--- config.mk ---
export PLATFORM = sky130hd
export DESIGN_NAME = ex_datapath_top
export DESIGN_NICKNAME = d
export VERILOG_FILES = /design/src/riscv_ex_pkg.sv /design/src/alu.sv /design/src/forwarding_unit.sv /design/src/execute_stage.sv /design/src/memory_stage.sv /design/src/writeback_stage.sv /design/src/ex_datapath_top.sv
export SDC_FILE = /design/constraint.sdc
export NUM_CORES = 2
export LEC_CHECK = 0
export ABC_AREA = 1
export BUFFER_PORTS_ARGS = -buffer_cell sky130_fd_sc_hd__buf_2
export CAP_MARGIN = 20
export CELL_PAD_IN_SITES_DETAIL_PLACEMENT = 1
export CELL_PAD_IN_SITES_GLOBAL_PLACEMENT = 2
export CORE_MARGIN = 3
export CORE_UTILIZATION = 44
export CTS_CLUSTER_DIAMETER = 150
export DETAILED_ROUTE_END_ITERATION = 6
export PLACE_DENSITY = 0.89
export SLEW_MARGIN = 20
export SYNTH_ARGS = -nofsm -noshare
export SYNTH_HDL_FRONTEND = slang
export SYNTH_SLANG_ARGS = --single-unit
--- constraint.sdc ---
create_clock -name i_clk -period 5.89 [get_ports i_clk]
set_input_delay 0.589 -clock i_clk [delete_from_list [all_inputs] [get_ports i_clk]]
set_output_delay 0.589 -clock i_clk [all_outputs]
set_load 0.005 [all_outputs]
--- src/riscv_ex_pkg.sv ---
////////////////////////////////////////////////////////////////////////////
// Shared types for the EX, MEM and WB stages of the RV32I pipeline
// Data width is fixed at 32 and is not a parameter
// Store type codes follow funct3 of SB, SH and SW
////////////////////////////////////////////////////////////////////////////
package riscv_ex_pkg;

    localparam int XLEN = 32;                // One data word

    typedef logic [XLEN-1:0] word_t;         // Data word
    typedef logic [4:0]      reg_addr_t;     // Register index x0..x31

    typedef enum logic [3:0] {
        ALU_ADD  = 4'd0,
        ALU_SUB  = 4'd1,                     // Also used for BEQ compare
        ALU_AND  = 4'd2,
        ALU_OR   = 4'd3,
        ALU_XOR  = 4'd4,
        ALU_SLL  = 4'd5,
        ALU_SRL  = 4'd6,
        ALU_SRA  = 4'd7,
        ALU_SLT  = 4'd8,
        ALU_SLTU = 4'd9
    } alu_op_t;

    typedef enum logic [1:0] {
        FWD_NONE = 2'd0,                     // Register file value
        FWD_WB   = 2'd1,                     // Writeback result
        FWD_MEM  = 2'd2                      // EX/MEM result
    } fwd_sel_t;

    typedef enum logic [1:0] {
        RES_ALU = 2'd0,
        RES_MEM = 2'd1,
        RES_PC4 = 2'd2                       // Link value of JAL/JALR
    } result_src_t;

    typedef enum logic [2:0] {
        ST_BYTE = 3'd0,
        ST_HALF = 3'd1,
        ST_WORD = 3'd2                       // Reset value
    } store_type_t;

    typedef struct packed {
        logic        regwrite;
        logic        memwrite;
        logic        branch;
        logic        jump;
        logic        alusrc;                 // Operand B from immediate
        alu_op_t     aluctrl;
        result_src_t resultsrc;
        store_type_t storetype;
    } ex_ctrl_t;

    typedef struct packed {
        logic        regwrite;
        logic        memwrite;
        result_src_t resultsrc;
        store_type_t storetype;
    } mem_ctrl_t;

    typedef struct packed {
        logic        regwrite;
        result_src_t resultsrc;
    } wb_ctrl_t;

endpackage

--- src/alu.sv ---
////////////////////////////////////////////////////////////////////////////
// Combinational RV32I ALU
// Shift amounts use the low five bits of operand B
// Zero flag reflects the result, so BEQ/BNE rely on ALU_SUB
////////////////////////////////////////////////////////////////////////////
`timescale 1ns/1ps

module alu (
    input  riscv_ex_pkg::word_t   i_a,
    input  riscv_ex_pkg::word_t   i_b,
    input  riscv_ex_pkg::alu_op_t i_alucontrol,
    output riscv_ex_pkg::word_t   o_result,
    output logic                  o_zero
);

    logic [4:0] shamt;                       // RV32 shift range
    logic       lt_signed;
    logic       lt_unsigned;

    assign shamt       = i_b[4:0];
    assign lt_signed   = $signed(i_a) < $signed(i_b);
    assign lt_unsigned = i_a < i_b;

    always_comb begin
        case (i_alucontrol)
            riscv_ex_pkg::ALU_ADD:  o_result = i_a + i_b;
            riscv_ex_pkg::ALU_SUB:  o_result = i_a - i_b;
            riscv_ex_pkg::ALU_AND:  o_result = i_a & i_b;
            riscv_ex_pkg::ALU_OR:   o_result = i_a | i_b;
            riscv_ex_pkg::ALU_XOR:  o_result = i_a ^ i_b;
            riscv_ex_pkg::ALU_SLL:  o_result = i_a << shamt;
            riscv_ex_pkg::ALU_SRL:  o_result = i_a >> shamt;
            riscv_ex_pkg::ALU_SRA:  o_result = riscv_ex_pkg::word_t'($signed(i_a) >>> shamt);
            riscv_ex_pkg::ALU_SLT:  o_result = {{(riscv_ex_pkg::XLEN-1){1'b0}}, lt_signed};
            riscv_ex_pkg::ALU_SLTU: o_result = {{(riscv_ex_pkg::XLEN-1){1'b0}}, lt_unsigned};
            default:                o_result = '0;   // Unused encodings
        endcase
    end

    assign o_zero = (o_result == '0);

endmodule

--- src/forwarding_unit.sv ---
////////////////////////////////////////////////////////////////////////////
// Forwarding select for the two EX source operands
// MEM wins over WB; x0 is never forwarded
// Load-use hazards are not detected here
////////////////////////////////////////////////////////////////////////////
`timescale 1ns/1ps

module forwarding_unit (
    input  riscv_ex_pkg::reg_addr_t i_rs1_addr_e,
    input  riscv_ex_pkg::reg_addr_t i_rs2_addr_e,
    input  riscv_ex_pkg::reg_addr_t i_rd_addr_m,
    input  riscv_ex_pkg::reg_addr_t i_rd_addr_w,
    input  logic                    i_regwrite_m,
    input  logic                    i_regwrite_w,
    output riscv_ex_pkg::fwd_sel_t  o_forward_a,
    output riscv_ex_pkg::fwd_sel_t  o_forward_b
);

    // Same test for both operands
    function automatic riscv_ex_pkg::fwd_sel_t pick(input riscv_ex_pkg::reg_addr_t rs);
        riscv_ex_pkg::fwd_sel_t sel;
        sel = riscv_ex_pkg::FWD_NONE;
        if (i_regwrite_m && (i_rd_addr_m != '0) && (i_rd_addr_m == rs))
            sel = riscv_ex_pkg::FWD_MEM;     // Youngest producer
        else if (i_regwrite_w && (i_rd_addr_w != '0) && (i_rd_addr_w == rs))
            sel = riscv_ex_pkg::FWD_WB;
        return sel;
    endfunction

    assign o_forward_a = pick(i_rs1_addr_e);
    assign o_forward_b = pick(i_rs2_addr_e);

    // x0 reads must always see the register file zero
    always_comb begin
        a_no_x0_fwd: assert (((i_rs1_addr_e != '0) || (o_forward_a == riscv_ex_pkg::FWD_NONE))
                          && ((i_rs2_addr_e != '0) || (o_forward_b == riscv_ex_pkg::FWD_NONE)))
            else $error("forwarding path selected for x0");
    end

endmodule

--- src/execute_stage.sv ---
////////////////////////////////////////////////////////////////////////////
// Execute stage with operand forwarding and the EX/MEM register
// Branch target and pc_src are combinational in the EX cycle
// PC is ADDR_WIDTH bits; the target wraps at that width
////////////////////////////////////////////////////////////////////////////
`timescale 1ns/1ps

module execute_stage #(
    parameter int ADDR_WIDTH = 10
) (
    input  logic                    i_clk,
    input  logic                    i_rst_n,
    input  riscv_ex_pkg::ex_ctrl_t  i_ctrl_e,
    input  riscv_ex_pkg::word_t     i_rs1_data_e,    // May be stale
    input  riscv_ex_pkg::word_t     i_rs2_data_e,
    input  riscv_ex_pkg::word_t     i_immext_e,      // Sign-extended immediate
    input  logic [ADDR_WIDTH-1:0]   i_pc_e,
    input  logic [ADDR_WIDTH-1:0]   i_pc4_e,
    input  riscv_ex_pkg::reg_addr_t i_rd_addr_e,
    input  riscv_ex_pkg::word_t     i_forward_m,     // MEM stage value
    input  riscv_ex_pkg::word_t     i_forward_w,     // WB stage value
    input  riscv_ex_pkg::fwd_sel_t  i_forward_a,
    input  riscv_ex_pkg::fwd_sel_t  i_forward_b,
    output riscv_ex_pkg::word_t     o_alu_result_m,
    output riscv_ex_pkg::word_t     o_write_data_m,  // Store data
    output riscv_ex_pkg::mem_ctrl_t o_ctrl_m,
    output riscv_ex_pkg::reg_addr_t o_rd_addr_m,
    output logic [ADDR_WIDTH-1:0]   o_pc4_m,
    output logic [ADDR_WIDTH-1:0]   o_pctarget_e,
    output logic                    o_pc_src_e
);

    riscv_ex_pkg::word_t rs1_fwd;
    riscv_ex_pkg::word_t rs2_fwd;
    riscv_ex_pkg::word_t operand_b;
    riscv_ex_pkg::word_t alu_result;
    logic                alu_zero;

    // Three-way operand muxes, order matches fwd_sel_t
    always_comb begin
        case (i_forward_a)
            riscv_ex_pkg::FWD_WB:  rs1_fwd = i_forward_w;
            riscv_ex_pkg::FWD_MEM: rs1_fwd = i_forward_m;
            default:               rs1_fwd = i_rs1_data_e;
        endcase
        case (i_forward_b)
            riscv_ex_pkg::FWD_WB:  rs2_fwd = i_forward_w;
            riscv_ex_pkg::FWD_MEM: rs2_fwd = i_forward_m;
            default:               rs2_fwd = i_rs2_data_e;
        endcase
    end

    assign operand_b = i_ctrl_e.alusrc ? i_immext_e : rs2_fwd;

    alu u_alu (
        .i_a          (rs1_fwd),
        .i_b          (operand_b),
        .i_alucontrol (i_ctrl_e.aluctrl),
        .o_result     (alu_result),
        .o_zero       (alu_zero)
    );

    assign o_pctarget_e = i_pc_e + i_immext_e[ADDR_WIDTH-1:0];   // Truncated target
    assign o_pc_src_e   = i_ctrl_e.jump | (i_ctrl_e.branch & alu_zero);

    // EX/MEM control
    always_ff @(posedge i_clk or negedge i_rst_n) begin
        if (!i_rst_n) begin
            o_ctrl_m.regwrite  <= 1'b0;
            o_ctrl_m.memwrite  <= 1'b0;
            o_ctrl_m.resultsrc <= riscv_ex_pkg::RES_ALU;
            o_ctrl_m.storetype <= riscv_ex_pkg::ST_WORD;
        end else begin
            o_ctrl_m.regwrite  <= i_ctrl_e.regwrite;
            o_ctrl_m.memwrite  <= i_ctrl_e.memwrite;
            o_ctrl_m.resultsrc <= i_ctrl_e.resultsrc;
            o_ctrl_m.storetype <= i_ctrl_e.storetype;
        end
    end

    // EX/MEM payload
    always_ff @(posedge i_clk) begin
        o_alu_result_m <= alu_result;
        o_write_data_m <= rs2_fwd;           // Forwarded rs2, not the immediate
        o_rd_addr_m    <= i_rd_addr_e;
        o_pc4_m        <= i_pc4_e;
    end

    // Selects come from the forwarding unit
    a_fwd_sel_legal: assert property (@(posedge i_clk) disable iff (!i_rst_n)
        (i_forward_a != 2'd3) && (i_forward_b != 2'd3))
        else $error("illegal forward select");

endmodule

--- src/memory_stage.sv ---
////////////////////////////////////////////////////////////////////////////
// Memory stage with a word-organized data memory and MEM/WB register
// Loads return the full word; sub-word loads are not supported
// Word address wraps modulo DMEM_WORDS; memory has no reset
////////////////////////////////////////////////////////////////////////////
`timescale 1ns/1ps

module memory_stage #(
    parameter int ADDR_WIDTH = 10,
    parameter int DMEM_WORDS = 64
) (
    input  logic                    i_clk,
    input  logic                    i_rst_n,
    input  riscv_ex_pkg::mem_ctrl_t i_ctrl_m,
    input  riscv_ex_pkg::word_t     i_alu_result_m,  // Byte address or result
    input  riscv_ex_pkg::word_t     i_write_data_m,
    input  riscv_ex_pkg::reg_addr_t i_rd_addr_m,
    input  logic [ADDR_WIDTH-1:0]   i_pc4_m,
    output riscv_ex_pkg::word_t     o_fwd_m,
    output riscv_ex_pkg::wb_ctrl_t  o_ctrl_w,
    output riscv_ex_pkg::word_t     o_alu_result_w,
    output riscv_ex_pkg::word_t     o_read_data_w,
    output riscv_ex_pkg::reg_addr_t o_rd_addr_w,
    output logic [ADDR_WIDTH-1:0]   o_pc4_w
);

    localparam int IDX_W = (DMEM_WORDS > 1) ? $clog2(DMEM_WORDS) : 1;

    riscv_ex_pkg::word_t dmem [DMEM_WORDS];
    logic [IDX_W-1:0]    word_idx;
    logic [1:0]          lane;               // Byte lane in the word
    riscv_ex_pkg::word_t read_data;

    assign word_idx  = IDX_W'(i_alu_result_m[riscv_ex_pkg::XLEN-1:2] % DMEM_WORDS);
    assign lane      = i_alu_result_m[1:0];
    assign read_data = dmem[word_idx];       // Asynchronous read

    // A jump in MEM forwards its link value
    assign o_fwd_m = (i_ctrl_m.resultsrc == riscv_ex_pkg::RES_PC4) ?
                     riscv_ex_pkg::word_t'(i_pc4_m) : i_alu_result_m;

    always_ff @(posedge i_clk) begin
        if (i_ctrl_m.memwrite) begin
            case (i_ctrl_m.storetype)
                riscv_ex_pkg::ST_BYTE: dmem[word_idx][{lane, 3'b000} +: 8]   <= i_write_data_m[7:0];
                riscv_ex_pkg::ST_HALF: dmem[word_idx][{lane[1], 4'b0000} +: 16] <= i_write_data_m[15:0];
                default:               dmem[word_idx] <= i_write_data_m;
            endcase
        end
    end

    // MEM/WB control
    always_ff @(posedge i_clk or negedge i_rst_n) begin
        if (!i_rst_n) begin
            o_ctrl_w.regwrite  <= 1'b0;
            o_ctrl_w.resultsrc <= riscv_ex_pkg::RES_ALU;
        end else begin
            o_ctrl_w.regwrite  <= i_ctrl_m.regwrite;
            o_ctrl_w.resultsrc <= i_ctrl_m.resultsrc;
        end
    end

    // MEM/WB payload
    always_ff @(posedge i_clk) begin
        o_alu_result_w <= i_alu_result_m;
        o_read_data_w  <= read_data;
        o_rd_addr_w    <= i_rd_addr_m;
        o_pc4_w        <= i_pc4_m;
    end

    // Address comes from the EX adder a cycle earlier
    a_store_aligned: assert property (@(posedge i_clk) disable iff (!i_rst_n)
        i_ctrl_m.memwrite |->
            !((i_ctrl_m.storetype == riscv_ex_pkg::ST_HALF) && lane[0]) &&
            !((i_ctrl_m.storetype == riscv_ex_pkg::ST_WORD) && (lane != 2'b00)))
        else $error("misaligned store at %h", i_alu_result_m);

endmodule

--- src/writeback_stage.sv ---
////////////////////////////////////////////////////////////////////////////
// Writeback result select, purely combinational
// PC+4 is zero-extended from ADDR_WIDTH to the data width
////////////////////////////////////////////////////////////////////////////
`timescale 1ns/1ps

module writeback_stage #(
    parameter int ADDR_WIDTH = 10
) (
    input  riscv_ex_pkg::wb_ctrl_t  i_ctrl_w,
    input  riscv_ex_pkg::word_t     i_alu_result_w,
    input  riscv_ex_pkg::word_t     i_read_data_w,   // Full load word
    input  riscv_ex_pkg::reg_addr_t i_rd_addr_w,
    input  logic [ADDR_WIDTH-1:0]   i_pc4_w,
    output logic                    o_wb_regwrite,
    output riscv_ex_pkg::reg_addr_t o_wb_rd_addr,
    output riscv_ex_pkg::word_t     o_wb_data
);

    always_comb begin
        case (i_ctrl_w.resultsrc)
            riscv_ex_pkg::RES_MEM: o_wb_data = i_read_data_w;
            riscv_ex_pkg::RES_PC4: o_wb_data = riscv_ex_pkg::word_t'(i_pc4_w);  // Link
            default:               o_wb_data = i_alu_result_w;
        endcase
    end

    assign o_wb_regwrite = i_ctrl_w.regwrite;
    assign o_wb_rd_addr  = i_rd_addr_w;

endmodule

--- src/ex_datapath_top.sv ---
////////////////////////////////////////////////////////////////////////////
// EX/MEM/WB back half of an RV32I pipeline
// Inputs model the ID/EX register; no stalls or flushes
// A load must not be used by the very next instruction
////////////////////////////////////////////////////////////////////////////
`timescale 1ns/1ps

module ex_datapath_top #(
    parameter int ADDR_WIDTH = 10,
    parameter int DMEM_WORDS = 64
) (
    input  logic                    i_clk,
    input  logic                    i_rst_n,
    input  riscv_ex_pkg::ex_ctrl_t  i_ctrl_e,
    input  riscv_ex_pkg::word_t     i_rs1_data_e,
    input  riscv_ex_pkg::word_t     i_rs2_data_e,
    input  riscv_ex_pkg::reg_addr_t i_rs1_addr_e,
    input  riscv_ex_pkg::reg_addr_t i_rs2_addr_e,
    input  riscv_ex_pkg::reg_addr_t i_rd_addr_e,
    input  riscv_ex_pkg::word_t     i_immext_e,
    input  logic [ADDR_WIDTH-1:0]   i_pc_e,
    input  logic [ADDR_WIDTH-1:0]   i_pc4_e,
    output logic [ADDR_WIDTH-1:0]   o_pctarget_e,
    output logic                    o_pc_src_e,
    output logic                    o_wb_regwrite,
    output riscv_ex_pkg::reg_addr_t o_wb_rd_addr,
    output riscv_ex_pkg::word_t     o_wb_data
);

    riscv_ex_pkg::fwd_sel_t  forward_a;
    riscv_ex_pkg::fwd_sel_t  forward_b;
    riscv_ex_pkg::mem_ctrl_t ctrl_m;
    riscv_ex_pkg::word_t     alu_result_m;
    riscv_ex_pkg::word_t     write_data_m;
    riscv_ex_pkg::reg_addr_t rd_addr_m;
    logic [ADDR_WIDTH-1:0]   pc4_m;
    riscv_ex_pkg::word_t     fwd_m;          // MEM forwarding value
    riscv_ex_pkg::wb_ctrl_t  ctrl_w;
    riscv_ex_pkg::word_t     alu_result_w;
    riscv_ex_pkg::word_t     read_data_w;
    riscv_ex_pkg::reg_addr_t rd_addr_w;
    logic [ADDR_WIDTH-1:0]   pc4_w;

    forwarding_unit u_fwd (
        .i_rs1_addr_e (i_rs1_addr_e),
        .i_rs2_addr_e (i_rs2_addr_e),
        .i_rd_addr_m  (rd_addr_m),
        .i_rd_addr_w  (o_wb_rd_addr),
        .i_regwrite_m (ctrl_m.regwrite),
        .i_regwrite_w (o_wb_regwrite),
        .o_forward_a  (forward_a),
        .o_forward_b  (forward_b)
    );

    execute_stage #(.ADDR_WIDTH(ADDR_WIDTH)) u_ex (
        .i_clk          (i_clk),
        .i_rst_n        (i_rst_n),
        .i_ctrl_e       (i_ctrl_e),
        .i_rs1_data_e   (i_rs1_data_e),
        .i_rs2_data_e   (i_rs2_data_e),
        .i_immext_e     (i_immext_e),
        .i_pc_e         (i_pc_e),
        .i_pc4_e        (i_pc4_e),
        .i_rd_addr_e    (i_rd_addr_e),
        .i_forward_m    (fwd_m),
        .i_forward_w    (o_wb_data),         // WB result loops back
        .i_forward_a    (forward_a),
        .i_forward_b    (forward_b),
        .o_alu_result_m (alu_result_m),
        .o_write_data_m (write_data_m),
        .o_ctrl_m       (ctrl_m),
        .o_rd_addr_m    (rd_addr_m),
        .o_pc4_m        (pc4_m),
        .o_pctarget_e   (o_pctarget_e),
        .o_pc_src_e     (o_pc_src_e)
    );

    memory_stage #(.ADDR_WIDTH(ADDR_WIDTH), .DMEM_WORDS(DMEM_WORDS)) u_mem (
        .i_clk          (i_clk),
        .i_rst_n        (i_rst_n),
        .i_ctrl_m       (ctrl_m),
        .i_alu_result_m (alu_result_m),
        .i_write_data_m (write_data_m),
        .i_rd_addr_m    (rd_addr_m),
        .i_pc4_m        (pc4_m),
        .o_fwd_m        (fwd_m),
        .o_ctrl_w       (ctrl_w),
        .o_alu_result_w (alu_result_w),
        .o_read_data_w  (read_data_w),
        .o_rd_addr_w    (rd_addr_w),
        .o_pc4_w        (pc4_w)
    );

    writeback_stage #(.ADDR_WIDTH(ADDR_WIDTH)) u_wb (
        .i_ctrl_w       (ctrl_w),
        .i_alu_result_w (alu_result_w),
        .i_read_data_w  (read_data_w),
        .i_rd_addr_w    (rd_addr_w),
        .i_pc4_w        (pc4_w),
        .o_wb_regwrite  (o_wb_regwrite),
        .o_wb_rd_addr   (o_wb_rd_addr),
        .o_wb_data      (o_wb_data)
    );

endmodule

==> results by group <==
Run status
  – Outcome: complete, but fails checks
  – Failing checks: DRC, setup timing

Floorplanning
  – FP Rows: 167
  – # IOs: 196
  – Die Y: 465.1 µm
  – Initial Utilization: 0.4452
  – Die area: 216300 µm²
  – Die X: 465.1 µm
  – Placeable Area: 208300 µm²

Routing
  – Initial DRC Count: 9015
  – Vias per cell: 6.214
  – DRC errors left: 9
  – Wire per inst: 31.94 µm
  – 1st-pass router iterations: 7
  – Metal3 WL: 37420 µm
  – Wire length on met2: 166100 µm
  – DR top layer: met5
  – Routed Antenna Nets: 0
  – Total Routed Length: 359200 µm
  – DRT met1 WL: 138000 µm
  – Vias: 69894

Critical path
  – Crit path required time: 5.30 ns
  – Buf/Inv on CP: 10
  – Arr. time, crit path: 5.81 ns
  – Worst r2r dst: u_ex.o_alu_result_m[28]
  – Slowest cell delay on critical path: 0.41 ns
  – R2R Setup Slk: 1.25 ns
  – CP endpoint: o_pc_src_e
  – Worst Path Class, Setup: register to output port
  – Top cell by count, worst path: nand2_2
  – Top delay family on crit path: simple AND/OR/NAND/NOR gates
  – CP max stage cell: dfrtp_1
  – Launch point of the critical path: u_mem.o_ctrl_w[0]
  – CP Depth: 35
  – Critical Path End Type: output port
  – Crit start category: register
  – Reg2reg start: u_mem.o_ctrl_w[0]
  – R2R cell count: 33
  – CP Max Fanout: 5

Clocking
  – Clock latency on the worst-skew pair: 0.86 ns
  – TritonCTS Buffers: 206
  – Sink Count: 2216
  – Buffer depth of the longest clock path: 3
  – Root buf cell: clkbuf_16
  – CTS tree: yes
  – CTS clk-pin slew, worst paths: 0.06 ns
  – H-tree depth: 4

Layout
  – Fill count: 21196
  – Final Util: 0.5250
  – Nets: 8524
  – Area Overhead vs Synth: 17.92%
  – Share of cells above drive strength 1: 0.1830

Synth
  – Async S/R FF share, synth: 0.004513
  – Syn avg cell area: 12.25 µm²
  – Unique masters post-synth: 67
  – Syn Inst Count: 7573
  – Synth Warn #: 0
  – Yosys reg bits: 2216
  – Synthesized area: 92750 µm²
  – Sequential area share after synthesis: 0.6999
  – Leading area contributor after synthesis: edfxtp_1
  – Post-synth EDFFs: 2048
  – Fraction of post-synthesis cell area in the top cell type by area: 0.6631
  – Synth top area cells: edfxtp_1 (66%), nand2_1 (7.0%), dfxtp_1 (3.4%)
  – Synth Net Count: 7836
  – Ys flop type: edfxtp_1

Placement
  – DP HPWL: 242500 µm
  – I/O Buffers: 195
  – RD Place Congestion: 0.9938
  – DP Worst Slack: -0.3913 ns

STA
  – Worst-Margin Slew: 1.263 ns
  – Relative slew margins: 0.1547
  – Endpoints failing hold: 0
  – Worst Skew: 0.05444 ns
  – Finish-stage setup viols: 1
  – RSZ-0062 raised after global routing: true
  – Max-slew violation count: 0
  – Fin Setup TNS: -0.5129 ns
  – Final period util: 1.087
  – Min Tclk post-route: 6.403 ns
  – Final setup margin: -0.5129 ns
  – Fmax: 156.2 MHz

Power
  – P_leak: 40.51 nW
  – PD cells: 352.8 nW/µm²
  – Pwr Total: 38.58 mW
  – Peak VDD IR: 337.1 µV

GRT
  – First-pass GRT wire length: 511400 µm
  – GRT overflow: 0
  – Initial antenna violation count: 26
  – Pin count of the biggest net entering global routing: 93
  – Gr usage total: 0.3238
  – Vias in the first global route: 71442

Run
  – Max cap viols: 0

Worst hold path
  – HP Class: input port to register
  – Worst hold path depth: 3
## cell families after synthesis
kind of cell | share of synthesized area
adders and majority gates | 0.01589
muxes | 0.0002428
xor gates and xnor gates | 0.002644
and+or+nand+nor | 0.1334
DFF | 0.6999
buffers and inverters | 0.04513
AOI/OAI and AO/OA | 0.1028
## report_power, final
group / total [mW] / internal, mW / switching, mW
Sequential: 18.3 / 17.9 / 0.443
Combinational: 7.02 / 2.20 / 4.82
Clock: 13.2 / 7.28 / 5.95
## state kept, by name, summed over array words and instances, names as in the netlist
name	count
u_mem.o_rd_addr_w	5
u_mem.o_ctrl_w	3
u_mem.o_pc4_w	10
u_ex.o_write_data_m	32
u_ex.o_ctrl_m	7
u_ex.o_alu_result_m	32
u_mem.dmem	2048
u_mem.o_alu_result_w	32
u_mem.o_read_data_w	32
u_ex.o_rd_addr_m	5
u_ex.o_pc4_m	10
## Yosys cell counts (139+ instances only)
master / number
dfxtp_1: 158
edfxtp_1: 2048
a21oi_1: 196
nand3_1: 431
clkbuf_1: 276
nor2_1: 276
nand4_1: 270
nand2_1: 1723
inv_1: 638
o21ai_0: 139
a221oi_1: 271
a22o_1: 218
a22oi_1: 336
## area by class of cell
cell class	count	area, µm²	share of cell area
Sequential cell	2216	64930	0.5937
Multi-Input combinational cell	4298	25160	0.2301
Timing Repair Buffer	873	6634	0.06066
Clock buffer	272	5535	0.05061
Tap cell	2788	3488	0.03190
Inverter	666	2522	0.02306
Clock inverter	116	1042	0.009530
Antenna cell	19	47.55	0.0004347
## worst reg2reg max path: cells and delay by family (launching register included)
family,cells,cell delay [ns]
simple gates,15,1.66
buf+inv,13,1.49
compound gates,3,0.56
fa+ha+maj,2,0.46
flops,1,0.41
## cells in the final DEF (no fill, tap or decap), types with 25 or more instances in the layout
cell	n
nor2_2	42
o21ai_1	37
clkbuf_1	55
dfxtp_1	148
ha_1	84
buf_4	603
nand3_2	41
clkbuf_16	208
a221oi_1	266
clkinv_2	40
or2_2	33
a22oi_1	319
buf_12	28
inv_1	601
nand2_2	42
clkinv_1	55
a22o_1	218
nand4_1	270
nand3_1	407
nor2_1	229
inv_2	42
dlygate4sd3_1	25
a21oi_1	180
nand2_1	1689
edfxtp_1	2048
o211ai_1	25
o21ai_0	95
buf_2	195
## worst min path at each step
stage                                        from  slack (ns)                        to
final                             i_rs2_data_e[1]         0.1    u_ex.o_write_data_m[1]
after global routing              i_rs2_data_e[1]        0.06    u_ex.o_write_data_m[1]
after CTS                         i_rs2_data_e[1]        0.04    u_ex.o_write_data_m[1]
after detailed placement  u_ex.o_alu_result_m[20]        0.35  u_mem.o_alu_result_w[20]
after global placement    u_ex.o_alu_result_m[19]        0.35  u_mem.o_alu_result_w[19]
after floorplan                           i_rst_n        0.29          u_ex.o_ctrl_m[0]
## stage by stage
stage	instances	area (µm²)	hold slack [ns]
4_1_cts	11206	108900	0.03962
3_5_place_dp	10737	100400	0.3528
2_1_floorplan	7573	92750	0.2934
5_1_grt	11229	109300	0.05612
3_3_place_gp	10734	100400	0.3499
6_report	11248	109400	0.09775
## per-layer routing
| layer | track usage | vias up |
|---|---|---|
| li1 | - | 29108 |
| met1 | 0.4294 | 35510 |
| met2 | 0.5143 | 4407 |
| met3 | 0.07265 | 849 |
| met4 | 0.1380 | 20 |
| met5 | 0.003513 | - |
## repair_timing
item                                   CTS  global route
setup endpoints to repair                1             1
gates cloned                             2             0
pin swaps                               86            53
gates resized for setup                275            74
endpoints found under the hold margin   34             0
hold buffers                            25             0
buffers inserted                        55            21
(Power assumes the default switching activity.)
